## src/common/core_isa_pkg.sv

```systemverilog
// Instruction set package: field widths and positions, opcode and ALU operation encodings
package core_isa_pkg;

    localparam int INSTRUCTION_WIDTH = 16;
    localparam int OPCODE_WIDTH = 4;
    localparam int REG_ADDR_WIDTH = 4;
    localparam int IMMEDIATE_WIDTH = 12;
    localparam int REGS_PER_CHANNEL = 16;

    // Lowest bit of each instruction field
    localparam int OPCODE_LSB = 0;
    localparam int FIELD_A_LSB = 4;
    localparam int FIELD_B_LSB = 8;
    localparam int FIELD_DEST_LSB = 12;
    localparam int IMMEDIATE_LSB = 4;

    typedef enum logic [OPCODE_WIDTH-1:0] {
        NOP  = 4'd0,
        ADD  = 4'd1,
        SUB  = 4'd2,
        MUL  = 4'd3,
        LDR  = 4'd4,
        LAND = 4'd5,
        LOR  = 4'd6,
        LNOT = 4'd7,
        BGT  = 4'd8,
        BLE  = 4'd9,
        BEQ  = 4'd10,
        BNE  = 4'd11,
        STOP = 4'd12
    } opcode_t;

    typedef enum logic [3:0] {
        OP_ADD = 4'd0,
        OP_SUB = 4'd1,
        OP_MUL = 4'd2,
        OP_AND = 4'd3,
        OP_OR  = 4'd4,
        OP_NOT = 4'd5,
        OP_GT  = 4'd6,
        OP_LE  = 4'd7,
        OP_EQ  = 4'd8,
        OP_NE  = 4'd9,
        OP_IMM = 4'd10
    } alu_op_t;

endpackage

```

## src/logic/alu.sv

```systemverilog
// Registered integer ALU with control alignment stage
module alu #(
    parameter int DATAPATH_WIDTH = 16,
    parameter int MAX_CHANNELS = 4
) (
    input  logic clock,
    input  logic reset,
    input  logic operation_valid,
    input  core_isa_pkg::alu_op_t alu_op,
    input  logic [core_isa_pkg::REG_ADDR_WIDTH+$clog2(MAX_CHANNELS)-1:0] dest_address,
    input  logic [core_isa_pkg::IMMEDIATE_WIDTH-1:0] immediate,
    input  logic [DATAPATH_WIDTH-1:0] operand_a_data,
    input  logic [DATAPATH_WIDTH-1:0] operand_b_data,
    output logic result_valid,
    output logic [core_isa_pkg::REG_ADDR_WIDTH+$clog2(MAX_CHANNELS)-1:0] result_address,
    output logic [DATAPATH_WIDTH-1:0] result_data
);

    localparam int ADDR_WIDTH = core_isa_pkg::REG_ADDR_WIDTH + $clog2(MAX_CHANNELS);

    logic valid_q;
    core_isa_pkg::alu_op_t op_q;
    logic [ADDR_WIDTH-1:0] dest_q;
    logic [core_isa_pkg::IMMEDIATE_WIDTH-1:0] immediate_q;
    logic [DATAPATH_WIDTH-1:0] result;

    always_comb begin
        case (op_q)
            core_isa_pkg::OP_ADD: result = operand_a_data + operand_b_data;
            core_isa_pkg::OP_SUB: result = operand_a_data - operand_b_data;
            core_isa_pkg::OP_MUL: result = operand_a_data * operand_b_data;
            core_isa_pkg::OP_AND: result = operand_a_data & operand_b_data;
            core_isa_pkg::OP_OR:  result = operand_a_data | operand_b_data;
            core_isa_pkg::OP_NOT: result = ~operand_a_data;
            core_isa_pkg::OP_GT:  result = DATAPATH_WIDTH'(operand_a_data > operand_b_data);
            core_isa_pkg::OP_LE:  result = DATAPATH_WIDTH'(operand_a_data <= operand_b_data);
            core_isa_pkg::OP_EQ:  result = DATAPATH_WIDTH'(operand_a_data == operand_b_data);
            core_isa_pkg::OP_NE:  result = DATAPATH_WIDTH'(operand_a_data != operand_b_data);
            core_isa_pkg::OP_IMM: result = DATAPATH_WIDTH'(immediate_q);
            default:              result = '0;
        endcase
    end

    always_ff @(posedge clock) begin
        if (reset) begin
            valid_q <= 1'b0;
            result_valid <= 1'b0;
        end else begin
            valid_q <= operation_valid;
            result_valid <= valid_q;
        end
    end

    // Control waits here one cycle for the register file read data
    always_ff @(posedge clock) begin
        op_q <= alu_op;
        dest_q <= dest_address;
        immediate_q <= immediate;
        result_address <= dest_q;
        result_data <= result;
    end

endmodule

```

## src/logic/register_file.sv

```systemverilog
// Channel-banked register file with two operand read ports, a host read port and one write port
module register_file #(
    parameter int DATAPATH_WIDTH = 16,
    parameter int MAX_CHANNELS = 4
) (
    input  logic clock,
    input  logic reset,
    input  logic [core_isa_pkg::REG_ADDR_WIDTH+$clog2(MAX_CHANNELS)-1:0] read_a_address,
    input  logic [core_isa_pkg::REG_ADDR_WIDTH+$clog2(MAX_CHANNELS)-1:0] read_b_address,
    input  logic [core_isa_pkg::REG_ADDR_WIDTH+$clog2(MAX_CHANNELS)-1:0] read_host_address,
    output logic [DATAPATH_WIDTH-1:0] read_a_data,
    output logic [DATAPATH_WIDTH-1:0] read_b_data,
    output logic [DATAPATH_WIDTH-1:0] read_host_data,
    input  logic write,
    input  logic [core_isa_pkg::REG_ADDR_WIDTH+$clog2(MAX_CHANNELS)-1:0] write_address,
    input  logic [DATAPATH_WIDTH-1:0] write_data
);

    localparam int DEPTH = MAX_CHANNELS * core_isa_pkg::REGS_PER_CHANNEL;

    logic [DATAPATH_WIDTH-1:0] registers [DEPTH];

    always_ff @(posedge clock) begin
        if (reset) begin
            for (int i = 0; i < DEPTH; i++) begin
                registers[i] <= '0;
            end
        end else if (write) begin
            registers[write_address] <= write_data;
        end
    end

    // Reads see the value from before a write on the same edge
    always_ff @(posedge clock) begin
        read_a_data <= registers[read_a_address];
        read_b_data <= registers[read_b_address];
        read_host_data <= registers[read_host_address];
    end

endmodule

```

## src/logic/program_sequencer.sv

```systemverilog
// Program sequencer: program memory, program counter, channel loop and pipeline drain
module program_sequencer #(
    parameter int MAX_CHANNELS = 4,
    parameter int PROGRAM_DEPTH = 64
) (
    input  logic clock,
    input  logic reset,
    input  logic prog_write,
    input  logic [$clog2(PROGRAM_DEPTH)-1:0] prog_address,
    input  logic [core_isa_pkg::INSTRUCTION_WIDTH-1:0] prog_data,
    input  logic start,
    input  logic [$clog2(MAX_CHANNELS):0] n_channels,
    input  logic core_stop,
    output logic [core_isa_pkg::INSTRUCTION_WIDTH-1:0] instruction,
    output logic enable,
    output logic [$clog2(MAX_CHANNELS)-1:0] channel_address,
    output logic busy,
    output logic done
);

    localparam int PC_WIDTH = $clog2(PROGRAM_DEPTH);
    localparam int CHANNEL_WIDTH = $clog2(MAX_CHANNELS);

    logic [core_isa_pkg::INSTRUCTION_WIDTH-1:0] program_memory [PROGRAM_DEPTH];
    logic [PC_WIDTH-1:0] pc;
    logic [PC_WIDTH-1:0] fetch_address;
    logic [CHANNEL_WIDTH:0] n_channels_q;
    logic [2:0] drain_count;
    logic running;
    logic fetch_valid;
    logic last_channel;

    // A stop restarts the fetch at word 0 straight away for the next channel
    assign fetch_address = core_stop ? '0 : pc;
    assign last_channel = {1'b0, channel_address} + 1'b1 >= n_channels_q;
    // The word fetched behind STOP is squashed here
    assign enable = fetch_valid & ~core_stop;

    always_ff @(posedge clock) begin
        if (prog_write) begin
            program_memory[prog_address] <= prog_data;
        end
        instruction <= program_memory[fetch_address];
    end

    always_ff @(posedge clock) begin
        if (reset) begin
            pc <= '0;
            channel_address <= '0;
            n_channels_q <= '0;
            drain_count <= '0;
            running <= 1'b0;
            fetch_valid <= 1'b0;
            busy <= 1'b0;
            done <= 1'b0;
        end else begin
            done <= 1'b0;
            fetch_valid <= running & ~(core_stop & last_channel);
            if (running) begin
                pc <= fetch_address + 1'b1;
            end
            if (start && !busy) begin
                busy <= 1'b1;
                running <= 1'b1;
                pc <= '0;
                channel_address <= '0;
                n_channels_q <= n_channels;
            end else if (core_stop) begin
                if (last_channel) begin
                    running <= 1'b0;
                    drain_count <= 3'd4;
                end else begin
                    channel_address <= channel_address + 1'b1;
                end
            end else if (drain_count != '0) begin
                drain_count <= drain_count - 1'b1;
                if (drain_count == 3'd1) begin
                    busy <= 1'b0;
                    done <= 1'b1;
                end
            end
        end
    end

endmodule

```

## src/decoder/instruction_decoder.sv

```systemverilog
// Instruction decoder: field split, channel banking of register fields, ALU operation mapping
module instruction_decoder #(
    parameter int MAX_CHANNELS = 4
) (
    input  logic clock,
    input  logic reset,
    input  logic enable,
    input  logic [core_isa_pkg::INSTRUCTION_WIDTH-1:0] instruction,
    input  logic [$clog2(MAX_CHANNELS)-1:0] channel_address,
    output logic [core_isa_pkg::REG_ADDR_WIDTH+$clog2(MAX_CHANNELS)-1:0] operand_a_address,
    output logic [core_isa_pkg::REG_ADDR_WIDTH+$clog2(MAX_CHANNELS)-1:0] operand_b_address,
    output logic [core_isa_pkg::REG_ADDR_WIDTH+$clog2(MAX_CHANNELS)-1:0] dest_address,
    output core_isa_pkg::alu_op_t alu_op,
    output logic [core_isa_pkg::IMMEDIATE_WIDTH-1:0] immediate,
    output logic operation_valid,
    output logic core_stop
);

    localparam int FIELD_WIDTH = core_isa_pkg::REG_ADDR_WIDTH;
    localparam int ADDR_WIDTH = FIELD_WIDTH + $clog2(MAX_CHANNELS);

    core_isa_pkg::opcode_t opcode;
    logic [ADDR_WIDTH-1:0] bank_base;
    logic [ADDR_WIDTH-1:0] address_a;
    logic [ADDR_WIDTH-1:0] address_b;
    logic [ADDR_WIDTH-1:0] address_dest;
    logic [core_isa_pkg::IMMEDIATE_WIDTH-1:0] field_immediate;
    core_isa_pkg::alu_op_t decoded_op;
    logic [ADDR_WIDTH-1:0] decoded_dest;
    logic decoded_valid;

    assign opcode = core_isa_pkg::opcode_t'(
        instruction[core_isa_pkg::OPCODE_LSB +: core_isa_pkg::OPCODE_WIDTH]);
    assign field_immediate =
        instruction[core_isa_pkg::IMMEDIATE_LSB +: core_isa_pkg::IMMEDIATE_WIDTH];

    // Each channel sees its own bank of 16 registers
    assign bank_base = ADDR_WIDTH'(channel_address) * ADDR_WIDTH'(core_isa_pkg::REGS_PER_CHANNEL);
    assign address_a = bank_base
        + ADDR_WIDTH'(instruction[core_isa_pkg::FIELD_A_LSB +: FIELD_WIDTH]);
    assign address_b = bank_base
        + ADDR_WIDTH'(instruction[core_isa_pkg::FIELD_B_LSB +: FIELD_WIDTH]);
    assign address_dest = bank_base
        + ADDR_WIDTH'(instruction[core_isa_pkg::FIELD_DEST_LSB +: FIELD_WIDTH]);

    always_comb begin
        decoded_op = core_isa_pkg::OP_ADD;
        decoded_dest = address_dest;
        decoded_valid = 1'b1;
        case (opcode)
            core_isa_pkg::ADD:  decoded_op = core_isa_pkg::OP_ADD;
            core_isa_pkg::SUB:  decoded_op = core_isa_pkg::OP_SUB;
            core_isa_pkg::MUL:  decoded_op = core_isa_pkg::OP_MUL;
            core_isa_pkg::LAND: decoded_op = core_isa_pkg::OP_AND;
            core_isa_pkg::LOR:  decoded_op = core_isa_pkg::OP_OR;
            core_isa_pkg::BGT:  decoded_op = core_isa_pkg::OP_GT;
            core_isa_pkg::BLE:  decoded_op = core_isa_pkg::OP_LE;
            core_isa_pkg::BEQ:  decoded_op = core_isa_pkg::OP_EQ;
            core_isa_pkg::BNE:  decoded_op = core_isa_pkg::OP_NE;
            // Single operand forms reuse the free register fields as destination
            core_isa_pkg::LNOT: begin
                decoded_op = core_isa_pkg::OP_NOT;
                decoded_dest = address_b;
            end
            core_isa_pkg::LDR: begin
                decoded_op = core_isa_pkg::OP_IMM;
                decoded_dest = address_a;
            end
            default: decoded_valid = 1'b0;
        endcase
    end

    always_ff @(posedge clock) begin
        if (reset || !enable) begin
            operand_a_address <= '0;
            operand_b_address <= '0;
            dest_address <= '0;
            alu_op <= core_isa_pkg::OP_ADD;
            immediate <= '0;
            operation_valid <= 1'b0;
            core_stop <= 1'b0;
        end else begin
            operand_a_address <= address_a;
            operand_b_address <= address_b;
            dest_address <= decoded_dest;
            alu_op <= decoded_op;
            immediate <= field_immediate;
            operation_valid <= decoded_valid;
            core_stop <= opcode == core_isa_pkg::STOP;
        end
    end

endmodule

```

## src/logic/dsp_core.sv

```systemverilog
// Top level of the multi-channel core: sequencer, decoder, register file, ALU, host write mux
module dsp_core #(
    parameter int DATAPATH_WIDTH = 16,
    parameter int MAX_CHANNELS = 4,
    parameter int PROGRAM_DEPTH = 64
) (
    input  logic clock,
    input  logic reset,
    input  logic prog_write,
    input  logic [$clog2(PROGRAM_DEPTH)-1:0] prog_address,
    input  logic [core_isa_pkg::INSTRUCTION_WIDTH-1:0] prog_data,
    input  logic host_write,
    input  logic [core_isa_pkg::REG_ADDR_WIDTH+$clog2(MAX_CHANNELS)-1:0] host_address,
    input  logic [DATAPATH_WIDTH-1:0] host_data,
    input  logic [core_isa_pkg::REG_ADDR_WIDTH+$clog2(MAX_CHANNELS)-1:0] read_address,
    output logic [DATAPATH_WIDTH-1:0] read_data,
    input  logic start,
    input  logic [$clog2(MAX_CHANNELS):0] n_channels,
    output logic busy,
    output logic done
);

    localparam int ADDR_WIDTH = core_isa_pkg::REG_ADDR_WIDTH + $clog2(MAX_CHANNELS);

    logic [core_isa_pkg::INSTRUCTION_WIDTH-1:0] instruction;
    logic enable;
    logic [$clog2(MAX_CHANNELS)-1:0] channel_address;
    logic core_stop;
    logic [ADDR_WIDTH-1:0] operand_a_address;
    logic [ADDR_WIDTH-1:0] operand_b_address;
    logic [ADDR_WIDTH-1:0] dest_address;
    core_isa_pkg::alu_op_t alu_op;
    logic [core_isa_pkg::IMMEDIATE_WIDTH-1:0] immediate;
    logic operation_valid;
    logic [DATAPATH_WIDTH-1:0] operand_a_data;
    logic [DATAPATH_WIDTH-1:0] operand_b_data;
    logic result_valid;
    logic [ADDR_WIDTH-1:0] result_address;
    logic [DATAPATH_WIDTH-1:0] result_data;
    logic rf_write;
    logic [ADDR_WIDTH-1:0] rf_write_address;
    logic [DATAPATH_WIDTH-1:0] rf_write_data;

    // The host owns the write port whenever no program is running
    assign rf_write = busy ? result_valid : host_write;
    assign rf_write_address = busy ? result_address : host_address;
    assign rf_write_data = busy ? result_data : host_data;

    program_sequencer #(
        .MAX_CHANNELS(MAX_CHANNELS),
        .PROGRAM_DEPTH(PROGRAM_DEPTH)
    ) sequencer (
        .clock(clock),
        .reset(reset),
        .prog_write(prog_write),
        .prog_address(prog_address),
        .prog_data(prog_data),
        .start(start),
        .n_channels(n_channels),
        .core_stop(core_stop),
        .instruction(instruction),
        .enable(enable),
        .channel_address(channel_address),
        .busy(busy),
        .done(done)
    );

    instruction_decoder #(
        .MAX_CHANNELS(MAX_CHANNELS)
    ) decoder (
        .clock(clock),
        .reset(reset),
        .enable(enable),
        .instruction(instruction),
        .channel_address(channel_address),
        .operand_a_address(operand_a_address),
        .operand_b_address(operand_b_address),
        .dest_address(dest_address),
        .alu_op(alu_op),
        .immediate(immediate),
        .operation_valid(operation_valid),
        .core_stop(core_stop)
    );

    register_file #(
        .DATAPATH_WIDTH(DATAPATH_WIDTH),
        .MAX_CHANNELS(MAX_CHANNELS)
    ) registers (
        .clock(clock),
        .reset(reset),
        .read_a_address(operand_a_address),
        .read_b_address(operand_b_address),
        .read_host_address(read_address),
        .read_a_data(operand_a_data),
        .read_b_data(operand_b_data),
        .read_host_data(read_data),
        .write(rf_write),
        .write_address(rf_write_address),
        .write_data(rf_write_data)
    );

    alu #(
        .DATAPATH_WIDTH(DATAPATH_WIDTH),
        .MAX_CHANNELS(MAX_CHANNELS)
    ) execution_unit (
        .clock(clock),
        .reset(reset),
        .operation_valid(operation_valid),
        .alu_op(alu_op),
        .dest_address(dest_address),
        .immediate(immediate),
        .operand_a_data(operand_a_data),
        .operand_b_data(operand_b_data),
        .result_valid(result_valid),
        .result_address(result_address),
        .result_data(result_data)
    );

endmodule

```

## config.mk

```make
export PLATFORM = sky130hd
export DESIGN_NAME = dsp_core
export DESIGN_NICKNAME = d
export VERILOG_FILES = /design/src/common/core_isa_pkg.sv /design/src/logic/alu.sv /design/src/logic/register_file.sv /design/src/logic/program_sequencer.sv /design/src/decoder/instruction_decoder.sv /design/src/logic/dsp_core.sv
export SDC_FILE = /design/constraint.sdc
export NUM_CORES = 2
export LEC_CHECK = 0
export CORE_MARGIN = 2
export CORE_UTILIZATION = 35
export DETAILED_ROUTE_END_ITERATION = 12
export DONT_BUFFER_PORTS = 1
export PLACE_DENSITY = 0.58
export SYNTH_ARGS = -nofsm -noshare
export SYNTH_HDL_FRONTEND = slang
export SYNTH_HIERARCHICAL = 1
export SYNTH_SLANG_ARGS = --single-unit
```

## constraint.sdc

```tcl
create_clock -name clock -period 9.57 [get_ports clock]
set_input_delay 1.4355 -clock clock [delete_from_list [all_inputs] [get_ports clock]]
set_output_delay 1.4355 -clock clock [all_outputs]
set_load 0.01 [all_outputs]
```

# [Yosys cells after proc, flatten, opt, wreduce, memory -nomap -nowiden]
# Memory sizes are Yosys's and may differ from the RTL's. A register that Yosys moved wholly into a read port is not among the register bits.
# Index checks and enable logic that the tools add are counted.
[totals] regBits=100 mem_bits_rw=2048 inputBits=58 n_memories=2
[op_classes] eq_ne=27 bitwise=11 n_mul=1 order_cmp=3 muxes=29 reduce_logical=19 add_sub_neg=9
[mem_list] name="registers.registers" words=64 word_bits=16 read_ports=3 rd_ports_with_merged_regs=3 wr=64 line="register_file.sv:21" source="logic [DATAPATH_WIDTH-1:0] registers [DEPTH];"
[mem_list] name="sequencer.program_memory" words=64 word_bits=16 read_ports=1 rd_ports_with_merged_regs=1 wr=1 line="program_sequencer.sv:24" source="logic [core_isa_pkg::INSTRUCTION_WIDTH-1:0] program_memory [PROGRAM_DEPTH];"
[ops] op="16-bit case mux with 11 select lines" count=1
[ops] op="4-bit case mux with 10 select lines" count=1
[ops] op="4-bit by 3-bit == test with 1-bit output (second input constant)" count=8
[ops] op="4-bit == test (second input constant)" count=8
[ops] op="16-bit 2-to-1 mux" count=2
[ops] op="6-bit by 4-bit adder with 6-bit output" count=3
[ops] op="1-bit 2-to-1 mux" count=18
[ops] op="6-bit 2-to-1 mux" count=3
[ops] op="16-bit adder" count=1
[ops] op="16-bit AND" count=1
[ops] op="16-bit == test" count=1
[ops] op="4-bit by 2-bit == test with 1-bit output (second input constant)" count=4
[ops] op="16-bit > comparator" count=1
[ops] op="16-bit less-or-equal comparator" count=1
[ops] op="16-bit by 16-bit multiplier with 16-bit output" count=1
[ops] op="16-bit inequality test" count=1
[ops] op="16-bit inverter" count=1
[ops] op="16-bit OR" count=1
[ops] op="16-bit OR reduction" count=1
[ops] op="16-bit subtractor" count=1
[ops] op="6-bit case mux with 2 select lines" count=1
[ops] op="11-bit OR reduction" count=1
[ops] op="2-bit nonzero test" count=5
[ops] op="3-bit 2-to-1 mux" count=3
[ops] op="other kinds (19)" count=30

# [Logic depth before layout (Yosys ltp)]
[depth] depth_word=6 mapped_depth=22

# [Cells and area by module]
# The synthesis kept the hierarchy.
[by_module_without_submodules] module="register_file" cells_per_inst=4143 area_each_um2=63816.2 instances=1
[by_module_without_submodules] module="program_sequencer" cells_per_inst=2423 area_each_um2=41419.7 instances=1
[by_module_without_submodules] module="alu" cells_per_inst=872 area_each_um2=7090.6 instances=1
[by_module_without_submodules] module="instruction_decoder" cells_per_inst=91 area_each_um2=928.4 instances=1
[by_module_without_submodules] module="dsp_core" cells_per_inst=25 area_each_um2=281.5 instances=1

# [Worst setup path after synthesis]
# No wires, ideal clock.
[synth_timing] path_type="reg-to-reg" start="register registers.read_a_data[1], read port of registers.registers" end="register execution_unit.result_data[14]" required_ns=9.442 synth_period_minus_slack_ns=5.567 slack_ns=4.003 n_path_buf=1 arrival_time_ns=5.439 stages_incl_launch_ff=21 path_cell_list="dfxtp_1 clkbuf_1 inv_2 nor2_1 fa_1 fa_1 ha_1 fa_1 inv_1 fa_1 fa_1 inv_1 ha_1 or3_1 a311o_1 a31oi_2 o21bai_1 a2111oi_2 nor3_1 xnor2_1 o211ai_1"
[synth_between] elab_chain_len=2 elab_cells_between_ends=4
[synth_lines] item="start: declaration" line="register_file.sv:11" source="output logic [DATAPATH_WIDTH-1:0] read_a_data,"
[synth_lines] item="16-bit by 16-bit multiplier with 16-bit output (tied with other cells)" line="alu.sv:31" source="core_isa_pkg::OP_MUL: result = operand_a_data * operand_b_data;"
[synth_lines] item="16-bit case mux with 11 select lines (*)" line="alu.sv:28" source="case (op_q)"
[synth_lines] item="net execution_unit.result[14]" line="alu.sv:25" source="logic [DATAPATH_WIDTH-1:0] result;"
[synth_lines] item="end signal: assignment" line="alu.sv:60" source="result_data <= result;"
[synth_lines] item="end: declaration" line="alu.sv:16" source="output logic [DATAPATH_WIDTH-1:0] result_data"
# Mark *: on every way through the listed nets, which the timed path passes. The rest lies on a longest branch.
# A chain may end at the register's enable or synchronous reset.

# [Worst setup path after layout]
[layout_timing] start="register registers.read_b_data[1], read port of registers.registers" end="register execution_unit.result_data[14]"
[layout_between] elab_chain_len=2 elab_cells_between_ends=4
[layout_lines] item="start: declaration" line="register_file.sv:12" source="output logic [DATAPATH_WIDTH-1:0] read_b_data,"
[layout_lines] item="16-bit by 16-bit multiplier with 16-bit output (tied with other cells)" line="alu.sv:31"
[layout_lines] item="16-bit case mux with 11 select lines (*)" line="alu.sv:28"
[layout_lines] item="net execution_unit.result[14]" line="alu.sv:25"
# Marked as above.

==> results.toml <==
[placement]
place_ws_ns = 3.13
gp_congestion = 0.961
place.detailed.hpwl_um = 247000
dpl_cell_area_mm2 = 0.118
port_buffers = 0
numPlacedInstances = 11400

[route]
drt_iter0_markers = 10100
top_layer = "met5"
detailedRoute.firstPassIterationCount = 6
wl_met2_um = 180000
num_vias = 71900
avgRoutedWirePerCell_um = 32.9
antenna_left = 0
wl_met3_um = 37100
wl_um = 391000
route.detailed.drc = 0
avgViaCountPerCell = 6.05
drt-met1-wl_um = 152000

[floorplanning]
dieArea_mm2 = 0.329
num_rows = 209
die_y_um = 574
core_area_mm2 = 0.323
ios = 76
initial_utilization = 0.351
die_w_um = 574

[timing]
fin_crit_ns = 6.42
setup_viol = 0
grt_setup_unrepaired = "false"
drv_slew = 0
setup_slack_ns = 3.15
max_slew_margin = 0.0693
fin_crit_sh = 0.671
setup_tns_ns = 0
skew_ns = 0.0802
finalHoldViolCount = 0
max_freq_mhz = 156
worst-slew-pin-transition_ns = 1.38

[critical_path]
timing.rr.start = "registers/read_b_data[1]"
crit_required_ns = 10.32
cp-start-kind = "register"
arrival_ns = 7.17
endpoint_kind = "register"
reg2reg_depth = 19
worstSetupPathType = "reg -> reg"
cp-startpoint = "registers/read_b_data[1]"
critPathMaxFanout = 11

[power_and_ir_drop]
ir_drop_v = 0.000205
p_leak_nw = 41.1
powerDensity_mw_per_mm2 = 189

[synth]
synth-seq-cells = 2200
ys.flop_type = "edfxtp_1"
synth_edf_count = 2048
syn_area_mm2 = 0.114
yosysUniqueCellTypes = 88
ys_async_sr_fraction = 0
yosysSeqAreaShare = 0.568
synth_nets = 7800
synth_common_cells = "edfxtp_1, and2_1, mux4_2"
synth_top_area_frac = 0.542
synthTopCellsByArea = "edfxtp_1, mux4_2, and2_1, dfxtp_1, mux2i_1"
yosysTopAreaCell = "edfxtp_1"
ys_warn_count = 6
synth_area_per_cell_um2 = 15.0
syn_inst = 7554
synth_most_common_cell = "edfxtp_1"

[cells_and_area]
postLayoutCoreUtil = 0.389
multi_input_area_mm2 = 0.0453
final_cell_area_mm2 = 0.126
final_layout_size_suffix_gt1_frac = 0.223
area_growth_pct = 10.7
fin_cells = 11900
nFillCells = 29700
nets = 7586
final-seq-area_mm2 = 0.0646

[clocking]
insertion_delay_ns = 0.95
ctsResizeCount = 0
ctsHtreeMaxLevel = 4
numCtsBuffers = 239
postCtsSetupBuffers = 0
hold_buffers = 0
clkSlewWorstSetupHoldPaths_ns = 0.07
cts_tree = "done"
cts_sinks = 2200
root_buffer = "clkbuf_16"
ctsLongestPathBuffers = 4

[global_routing]
grt_pass1_vias = 69400
grt_max_degree = 214
grt.overflow.total = 0
grt_pass1_wl_um = 547000
grt_antenna_before_repair = 40
grt_usage = 0.231

[worst_hold_path]
min_path_type = "reg -> reg"
hold_start = "execution_unit/dest_q[4]"
worstHoldPathCells = 0

[flow_run]
cap_violations = 0

[run_status]
outcome = "finished, final reports clean"
-- per-layer routing --
layer	vias to the layer above	track usage
li1	29200	-
met1	37600	0.311
met2	4327	0.364
met3	747	0.0399
met4	10	0.109
met5	-	0
-- kinds of logic (layout without fill, tap and decap cells) --
group,Yosys count,count (layout),share of synthesized area
buf+inv,842,833,0.0337
compound gates,1098,1098,0.0654
fa+ha+maj,188,188,0.0261
mux,1266,1266,0.209
simple gates,1914,1914,0.0935
xor+xnor,46,46,0.00367
flops,2200,2200,0.568
other cells,0,19,0
-- worst max-delay path: stages, from the launching register on --
cell and delay, ns:
dfxtp_1 0.65, clkinv_1 0.59, nor2_1 0.28, fa_1 0.46
fa_1 0.45, ha_1 0.24, fa_1 0.54, inv_1 0.05
fa_1 0.46, fa_1 0.55, inv_1 0.04, ha_1 0.24
or3_1 0.31, a311o_1 0.30, a31oi_2 0.24, o21bai_1 0.14
a2111oi_2 0.36, nor3_1 0.11, xnor2_1 0.16, o211ai_1 0.10
-- final timing paths --
path                                            to  slack [ns]
setup / recovery    execution_unit/result_data[14]        3.15
hold / removal    execution_unit/result_address[4]        0.33
setup reg to reg    execution_unit/result_data[14]        3.15
hold reg to reg   execution_unit/result_address[4]        0.33
-- metrics by stage --
| step | power [mW] | hold WS (ns) |
|---|---|---|
| finish | 23.8 | 0.325 |
| global route | 24.5 | 0.330 |
| CTS | 23.9 | 0.326 |
| detailed placement | 14.3 | 0.312 |
| global placement | 14.3 | 0.312 |
| floorplan | 13.2 | 0.310 |
-- flip-flops by register name (all words and copies together) (netlist names), 12 cells and up --
| signal | cells |
|---|---|
| execution_unit/immediate_q | 12 |
| execution_unit/result_data | 16 |
| registers/read_a_data | 16 |
| registers/read_b_data | 16 |
| registers/read_host_data | 16 |
| registers/registers | 1024 |
| sequencer/instruction | 16 |
| sequencer/program_memory | 1024 |
-- layout by cell type (no fill, tap or decap), types with 65 or more instances in the layout --
cell type / n
edfxtp_1: 2048
or2_2: 65
buf_4: 207
a21oi_1: 256
ha_1: 107
o221ai_1: 75
mux2_2: 110
a22oi_1: 149
nand2_1: 240
clkbuf_16: 244
o21ai_0: 116
nor2_1: 259
mux4_2: 873
and2_1: 1046
fa_1: 81
dfxtp_1: 138
mux2i_1: 278
inv_1: 162
a221oi_1: 89
nand3_1: 90
o22ai_1: 124
-- report_power, final --
part | switching, mW | total, mW | leakage, nW | internal, mW
clock network | 4.00 | 9.60 | 3.93 | 5.60
logic | 1.98 | 3.16 | 16.2 | 1.18
registers | 0.241 | 11.0 | 21.1 | 10.8
total | 6.22 | 23.8 | 41.1 | 17.5
-- layout make-up --
class | instances | area share
Inverter | 173 | 0.00518
Timing Repair Buffer | 214 | 0.0135
Antenna cell | 19 | 0.000378
Clock inverter | 150 | 0.0137
Tap cell | 4325 | 0.0430
Multi-Input combinational cell | 4512 | 0.360
Clock buffer | 296 | 0.0505
Sequential cell | 2200 | 0.514
Note: power is estimated with default switching activity, not from simulation.
